--- src/rtl/adc_read_pkg.sv ---
package adc_read_pkg;

    // --------------------
    // default sizes
    // --------------------

    // bits per channel word
    localparam int SAMPLE_WIDTH_DEF = 16;

    // convert-start low time in clock cycles
    localparam int CONVST_CYCLES_DEF = 16;

    // --------------------
    // sequencer states
    // --------------------

    typedef enum logic [3:0] {
        ST_RESET,
        ST_IDLE,
        ST_CS_FALL,
        ST_CONVST,
        ST_BUSY_WAIT,
        ST_BUSY_HIGH,
        ST_READ_CH1,
        ST_CH_GAP,
        ST_READ_CH2,
        ST_CS_RISE,
        ST_DONE
    } adc_state_e;

    // --------------------
    // pin and sample bundles
    // --------------------

    // all three are active low or idle high
    typedef struct packed {
        logic cs_n;
        logic convst_n;
        logic sclk;
    } adc_pins_t;

    typedef struct packed {
        logic [SAMPLE_WIDTH_DEF-1:0] ch1;
        logic [SAMPLE_WIDTH_DEF-1:0] ch2;
    } adc_sample_t;

endpackage

--- src/rtl/adc_channel_shifter.sv ---
`timescale 1ns/1ps

module adc_channel_shifter
    import adc_read_pkg::*;
#(
    parameter int SAMPLE_WIDTH = SAMPLE_WIDTH_DEF
)
(
    input  logic                    lclk_arpel_in,
    input  logic                    lrst_arpel_in,
    input  logic                    sdain,
    input  logic                    shift,
    input  logic                    publish,
    output logic [SAMPLE_WIDTH-1:0] word
);

    logic [SAMPLE_WIDTH-1:0] shift_reg;

    // --------------------
    // serial capture
    // --------------------
    // msb arrives first, so it ends up at the top after the last bit
    always_ff @(posedge lclk_arpel_in)
    begin
        if (lrst_arpel_in)
        begin
            shift_reg <= '0;
        end
        else if (shift)
        begin
            shift_reg <= {shift_reg[SAMPLE_WIDTH-2:0], sdain};
        end
    end

    // --------------------
    // held output word
    // --------------------
    // stays stable while the next word is shifted in
    always_ff @(posedge lclk_arpel_in)
    begin
        if (lrst_arpel_in)
        begin
            word <= '0;
        end
        else if (publish)
        begin
            word <= shift_reg;
        end
    end

endmodule

--- src/rtl/adc_conv_sequencer.sv ---
`timescale 1ns/1ps

module adc_conv_sequencer
    import adc_read_pkg::*;
#(
    parameter int SAMPLE_WIDTH  = SAMPLE_WIDTH_DEF,
    parameter int CONVST_CYCLES = CONVST_CYCLES_DEF
)
(
    input  logic      lclk_arpel_in,
    input  logic      lrst_arpel_in,
    input  logic      adc_enable,
    input  logic      busy,
    output adc_pins_t pins,
    output logic      shift_ch1,
    output logic      shift_ch2,
    output logic      publish
);

    localparam int CONV_W = $clog2(CONVST_CYCLES + 1);
    localparam int BIT_W  = $clog2(SAMPLE_WIDTH + 1);

    localparam logic [CONV_W-1:0] CONV_LAST = CONV_W'(CONVST_CYCLES - 1);
    localparam logic [BIT_W-1:0]  BIT_LAST  = BIT_W'(SAMPLE_WIDTH - 1);

    adc_state_e        state;
    adc_state_e        state_next;
    logic [CONV_W-1:0] conv_cnt;
    logic [BIT_W-1:0]  bit_cnt;
    logic              sclk_phase;
    logic              in_read;
    logic              bit_last;
    logic              cs_active;

    // phase 0 is the sclk low half, phase 1 the high half
    assign in_read  = (state == ST_READ_CH1) || (state == ST_READ_CH2);
    assign bit_last = sclk_phase && (bit_cnt == BIT_LAST);

    // chip select held low from cs fall through both read windows
    assign cs_active = state inside {ST_CS_FALL, ST_CONVST, ST_BUSY_WAIT,
                                     ST_BUSY_HIGH, ST_READ_CH1, ST_READ_CH2};

    // --------------------
    // next state
    // --------------------
    always_comb
    begin
        state_next = state;
        case (state)
            ST_RESET:
                state_next = ST_IDLE;
            ST_IDLE:
                if (adc_enable)
                    state_next = ST_CS_FALL;
            ST_CS_FALL:
                state_next = ST_CONVST;
            ST_CONVST:
                if (conv_cnt == CONV_LAST)
                    state_next = ST_BUSY_WAIT;
            ST_BUSY_WAIT:
                state_next = ST_BUSY_HIGH;
            // conversion running until busy drops
            ST_BUSY_HIGH:
                if (!busy)
                    state_next = ST_READ_CH1;
            ST_READ_CH1:
                if (bit_last)
                    state_next = ST_CH_GAP;
            ST_CH_GAP:
                state_next = ST_READ_CH2;
            ST_READ_CH2:
                if (bit_last)
                    state_next = ST_CS_RISE;
            ST_CS_RISE:
                state_next = ST_DONE;
            ST_DONE:
                state_next = ST_IDLE;
            default:
                state_next = ST_RESET;
        endcase
    end

    // --------------------
    // state and counters
    // --------------------
    always_ff @(posedge lclk_arpel_in)
    begin
        if (lrst_arpel_in)
        begin
            state      <= ST_RESET;
            conv_cnt   <= '0;
            bit_cnt    <= '0;
            sclk_phase <= 1'b0;
        end
        else
        begin
            state <= state_next;

            if (state == ST_CONVST)
                conv_cnt <= conv_cnt + 1'b1;
            else
                conv_cnt <= '0;

            // bit count advances after each high half
            if (in_read && !bit_last)
            begin
                sclk_phase <= ~sclk_phase;
                bit_cnt    <= bit_cnt + BIT_W'(sclk_phase);
            end
            else
            begin
                sclk_phase <= 1'b0;
                bit_cnt    <= '0;
            end
        end
    end

    // --------------------
    // registered outputs
    // --------------------
    // each output follows the state by one cycle
    always_ff @(posedge lclk_arpel_in)
    begin
        if (lrst_arpel_in)
        begin
            pins      <= '{cs_n: 1'b1, convst_n: 1'b1, sclk: 1'b1};
            shift_ch1 <= 1'b0;
            shift_ch2 <= 1'b0;
            publish   <= 1'b0;
        end
        else
        begin
            pins.cs_n     <= !cs_active;
            pins.convst_n <= (state != ST_CONVST);
            pins.sclk     <= !(in_read && !sclk_phase);
            // strobe lines up with sclk low, data sampled on its rising edge
            shift_ch1     <= (state == ST_READ_CH1) && !sclk_phase;
            shift_ch2     <= (state == ST_READ_CH2) && !sclk_phase;
            publish       <= (state == ST_DONE);
        end
    end

endmodule

--- src/rtl/adc_read_top.sv ---
`timescale 1ns/1ps

module adc_read_top
    import adc_read_pkg::*;
#(
    parameter int SAMPLE_WIDTH  = SAMPLE_WIDTH_DEF,
    parameter int CONVST_CYCLES = CONVST_CYCLES_DEF
)
(
    input  logic        lclk_arpel_in,
    input  logic        lrst_arpel_in,
    input  logic        adc_enable,
    input  logic        busy,
    input  logic        sdain,
    output adc_pins_t   pins,
    output adc_sample_t samples,
    output logic        done
);

    logic                    shift_ch1;
    logic                    shift_ch2;
    logic                    publish;
    logic [SAMPLE_WIDTH-1:0] ch1_word;
    logic [SAMPLE_WIDTH-1:0] ch2_word;

    // --------------------
    // control
    // --------------------
    adc_conv_sequencer #(
        .SAMPLE_WIDTH  (SAMPLE_WIDTH),
        .CONVST_CYCLES (CONVST_CYCLES)
    ) u_seq (
        .lclk_arpel_in (lclk_arpel_in),
        .lrst_arpel_in (lrst_arpel_in),
        .adc_enable    (adc_enable),
        .busy          (busy),
        .pins          (pins),
        .shift_ch1     (shift_ch1),
        .shift_ch2     (shift_ch2),
        .publish       (publish)
    );

    // --------------------
    // channel data
    // --------------------
    // both shifters share the one serial line, filled one after the other
    adc_channel_shifter #(
        .SAMPLE_WIDTH  (SAMPLE_WIDTH)
    ) u_ch1 (
        .lclk_arpel_in (lclk_arpel_in),
        .lrst_arpel_in (lrst_arpel_in),
        .sdain         (sdain),
        .shift         (shift_ch1),
        .publish       (publish),
        .word          (ch1_word)
    );

    adc_channel_shifter #(
        .SAMPLE_WIDTH  (SAMPLE_WIDTH)
    ) u_ch2 (
        .lclk_arpel_in (lclk_arpel_in),
        .lrst_arpel_in (lrst_arpel_in),
        .sdain         (sdain),
        .shift         (shift_ch2),
        .publish       (publish),
        .word          (ch2_word)
    );

    // samples take the new pair on the edge that ends the done pulse
    assign samples = '{ch1: ch1_word, ch2: ch2_word};
    assign done    = publish;

endmodule

--- config.mk ---
export PLATFORM = sky130hd
export DESIGN_NAME = adc_read_top
export DESIGN_NICKNAME = d
export VERILOG_FILES = /design/src/rtl/adc_read_pkg.sv /design/src/rtl/adc_channel_shifter.sv /design/src/rtl/adc_conv_sequencer.sv /design/src/rtl/adc_read_top.sv
export SDC_FILE = /design/constraint.sdc
export NUM_CORES = 1
export LEC_CHECK = 0
export BUFFER_PORTS_ARGS = -buffer_cell sky130_fd_sc_hd__buf_2
export CORE_ASPECT_RATIO = 0.9
export CORE_UTILIZATION = 50
export CTS_CLUSTER_SIZE = 16
export DETAILED_ROUTE_END_ITERATION = 10
export GPL_ROUTABILITY_DRIVEN = 0
export GPL_TIMING_DRIVEN = 0
export PLACE_DENSITY = 0.7
export SLEW_MARGIN = 20
export SYNTH_ARGS = -nofsm -noshare
export SYNTH_HDL_FRONTEND = slang
export SYNTH_HIERARCHICAL = 1
export SYNTH_SLANG_ARGS = --single-unit
--- constraint.sdc ---
create_clock -name lclk_arpel_in -period 1.7 [get_ports lclk_arpel_in]
set_input_delay 0.34 -clock lclk_arpel_in [delete_from_list [all_inputs] [get_ports lclk_arpel_in]]
set_output_delay 0.34 -clock lclk_arpel_in [all_outputs]
set_load 0.05 [all_outputs]
==> results.md <==
Worst setup path:
- The slowest stage of the critical path belongs to the cell dfxtp_1.
- The cell repeated most along the worst path is ha_1.
- Walking the worst path, the cells encountered are ha_1 -> and3_1 -> ha_1 -> nor4b_2 -> nor3_1 -> a21oi_1.
- In this run the number of cells on the critical path is 6.
- The worst setup path is captured at a register.
- The most critical setup path has its startpoint at u_seq/conv_cnt[0].
- The kind of critical path is reg -> reg.
- Along the worst path, the maximum fanout reaches 3.
- The data required time at the worst endpoint is 1.98 ns.
- Measured in cells, the most critical reg-to-reg path has a length of 6.
- The critical path startpoint category is a register.
- The largest stage delay on the critical path is 0.33 ns.
- The number of buffer and inverter stages on the critical path is 0.
- The worst register-to-register path begins at u_seq/conv_cnt[0].
- The cell family contributing the most delay on the critical path is simple AND/OR/NAND/NOR gates.
- Data on the critical path arrives at its endpoint at 1.78 ns.

Finish:
- The relative area change from synthesis to final layout is 16.2%.
- The number of antenna diodes in the final layout is 0.
- The filler cell count in the final layout is 561.
- The net total in the final layout is 361.
- Once layout is done, the placed cells without fillers occupy 0.00372 mm².
- In the final layout, the share of cells above drive strength 1 is 0.205.

Timing:
- Setup repair after global routing left no endpoint under its margin.
- The number of hold-slack violations in the final timing report is 0.
- The number of max-slew violations in the final report was 0.
- For the final database, setup skew stands at 0.00691 ns.
- The transition time of the tightest slew-check pin is 0.474 ns.
- Summed over all failing endpoints, the final setup total negative slack is 0 ns.
- The post-layout minimum cycle time is 1.50 ns.
- Based on the critical path, the design can be clocked at up to 665 MHz.
- The relative max-transition margin is 0.684.
- In the finished design, the share of the clock period the worst path needs comes to 0.884.
- The setup violation total in the final timing report is 0.

Synth:
- The number of warnings issued by yosys is 6.
- The cell area that synthesis handed to floorplanning was 0.00321 mm².
- Yosys mapped the design onto 35 distinct sky130hd cell types.
- The fraction of the mapped netlist area in compound gates is 0.0246.
- The multiplexer fraction of the synthesized cell area is 0.200.
- Of the total synthesized cell area, the portion taken by XOR and XNOR cells is 0.0137.
- When the netlist entered floorplanning its net count stood at 310.
- Synthesis produced a netlist whose cell count is 301.
- Counting flops and latches in the post-synthesis netlist gives 85.
- The largest family of logic cells by synthesized area is multiplexers.
- The post-synthesis adder-cell area fraction is 0.0156.
- Averaged over all synthesized cells, the footprint is 10.6 µm².
- For this run, the register share of the synthesized area comes to 0.531.
- The post-synthesis share of cell area spent on and, or, nand and nor gates is 0.152.

Detailed routing:
- Using the TritonRoute via totals, the vias-per-cell ratio works out to 4.89.
- The wire length on met1 is 2610 µm.
- The highest layer touched by signal routing is met4.
- In the routed design, unresolved DRC markers number 0.
- Wire segments on met3 add up to 222 µm in the final route.
- Detailed routing placed a total of 2350 µm of wire on met2.
- The DRC marker count from the first detailed-route iteration is 63.
- The count of nets left with antenna violations once routing finished came out at 0.
- The first TritonRoute pass finished after 4 iterations.
- The final layout contains routed wiring with a total length of 5280 µm.
- After detailed routing, the average wire length per cell comes to 11.9 µm.
- The final route contains 2168 vias.

CTS:
- After clock tree synthesis, the clock-pin slew on the worst setup and hold paths is 0.07 ns.
- The H-tree was split into 3 levels.
- Clock tree synthesis inserted a total of 9 buffers.
- The number of gates resized after cts is 0.
- The post-CTS setup buffer count is 0.
- The quantity of hold-fixing buffers added after cts is 0.
- The clock passes through at most 2 buffers.
- The cell sitting at the root of the clock tree is a clkbuf_8.
- The clock net in this run drives a total of 85 sinks.
- TritonCTS built the clock tree.
- The insertion delay of the later-clocked pin in the worst-skew pair is 0.35 ns.

Power and ir drop:
- The worst-case IR drop observed on VDD is 0.595 mV.
- The power share of the combinational group is 0.029.
- Of the total power, registers draw 0.562.
- The total internal power is 2820 µW.
- The clock network fraction of total power is 0.408.
- In this run the power density over the cells is 958 mW/mm².
- The net switching component of the power is 747 µW.
- Of the total power, the share spent switching nets is 0.209.
- The standby leakage power is 0.00142 µW.

Die:
- The effective utilization at floorplan is 0.521.
- The number of cell rows is 27.
- The floorplan die width is 86.4 µm.
- The region available for standard cell placement spans 0.00615 mm².
- The floorplan die area is 0.00674 mm².
- The vertical die dimension is 78.0 µm.
- 41 I/O pins were placed.

Run:
- The tool flagged a number of max-cap violations equal to 0.

Hold path:
- The worst hold path was traced through 3 stages.
- In this run the most critical hold path is launched from sdain.
- In this run the worst hold path is classified as in -> reg.

Placed design:
- Detailed placement finished with a half-perimeter wire length of 3600 µm.
- The number of input and output port buffers inserted is 40.
- Once placement finished, the instance area stood at 0.00351 mm².

Global route:
- The number of global-route vias before repair came to 2033.
- The final global-route overflow total is 0.
- The first global-routing pass estimated 9250 µm of wire.
- Entering global routing, the biggest net connects 14 pins.
- The total global-route track usage is 0.179.
- The initial antenna violation count is 0.

Run status:
- The run finished with clean final reports.
## kinds of logic (layout without fill, tap and decap cells)
family / after synthesis / in the layout
AOI/OAI and AO/OA: 11 / 11
xor gates and xnor gates: 5 / 5
adders and majority gates: 4 / 4
buffers and inverters: 26 / 81
DFF: 85 / 85
muxes: 64 / 64
and+or+nand+nor: 106 / 106
## cell type report
class	count	area (µm²)	share of cell area
Clock inverter	3	43.8	0.0118
Multi-Input combinational cell	190	1300	0.349
Sequential cell	85	1700	0.457
Timing Repair Buffer	40	200	0.0538
Inverter	6	22.5	0.00605
Clock buffer	12	165	0.0444
Buffer	20	180	0.0484
Tap cell	87	109	0.0292
## cells in the mapped netlist
cell type	count	area [µm²]
dfxtp_1	85	1700
nor2_1	78	293
mux2i_1	64	641
buf_2	8	40.0
inv_1	6	22.5
buf_12	4	80.1
buf_6	4	45.0
clkbuf_1	4	15.0
ha_1	4	50.1
a21oi_1	3	15.0
nand2_1	3	11.3
nand3_1	3	15.0
nor3_1	3	15.0
xor2_1	3	26.3
nand2b_1	2	12.5
nand4b_1	2	17.5
nor2b_1	2	12.5
nor3b_1	2	15.0
nor4_1	2	12.5
o221ai_1	2	17.5
or4_1	2	15.0
xnor2_1	2	17.5
a211oi_1	1	7.51
a21bo_1	1	10.0
a31oi_1	1	6.26
and2b_1	1	7.51
and3_1	1	6.26
and3b_1	1	8.76
nor3b_2	1	12.5
nor4b_1	1	8.76
nor4b_2	1	15.0
nor4bb_1	1	10.0
o211ai_1	1	7.51
o21ai_1	1	5.00
o311a_1	1	10.0
## power groups by stage
stage          Sequential (µW)  Combinational, µW  Clock [µW]
2_1_floorplan             2060               65.8           0
3_3_place_gp              2050                104           0
3_5_place_dp              2050                105           0
4_1_cts                   2010                105        1510
5_1_grt                   2010                118        1590
6_report                  2010                105        1460
## metal layers
metal | vias up | track usage
li1 | 1112 | -
met1 | 1009 | 0.223
met2 | 37 | 0.278
met3 | 10 | 0.0628
met4 | 0 | 0.0800
met5 | - | 0
## cells in the final DEF, fill, tap and decap left out, types with 2 or more instances in the layout
| master | n |
|---|---|
| nor3b_1 | 2 |
| clkbuf_1 | 4 |
| a21oi_1 | 3 |
| or4_1 | 2 |
| xnor2_1 | 2 |
| o221ai_1 | 2 |
| clkbuf_8 | 12 |
| dfxtp_1 | 85 |
| mux2i_1 | 64 |
| buf_6 | 4 |
| buf_12 | 4 |
| nor2b_1 | 2 |
| ha_1 | 4 |
| nor2_1 | 78 |
| nor4_1 | 2 |
| buf_2 | 48 |
| xor2_1 | 3 |
| inv_1 | 6 |
| nand4b_1 | 2 |
| nand2_1 | 3 |
| nor3_1 | 3 |
| nand2b_1 | 2 |
| nand3_1 | 3 |
## worst min-delay path, delay by kind of cell
kind,cells,cell delay (ns)
buf+inv,1,0.10
simple gates,1,0.07
mux,1,0.06
## path summary, 6_finish.rpt
| kind | endpoint | slack [ns] |
|---|---|---|
| hold reg to reg | u_seq/conv_cnt[0] | 0.45 |
| setup / recovery | u_seq/state[1] | 0.20 |
| hold / removal | u_ch1/shift_reg[0] | 0.26 |
| setup reg to reg | u_seq/state[1] | 0.20 |
## stage by stage
stage | std cells | setup WS, ns | total power (µW) | hold slack [ns] | util
finish | 443 | 0.197 | 3570 | 0.263 | 0.606
global route | 443 | 0.0862 | 3720 | 0.272 | 0.606
CTS | 443 | 0.202 | 3620 | 0.256 | 0.606
detailed placement | 428 | 0.221 | 2160 | 0.442 | 0.572
global placement | 428 | 0.224 | 2160 | 0.433 | 0.572
floorplan | 301 | 0.345 | 2130 | 0.412 | -
Note: power is estimated with default switching activity, not from simulation.
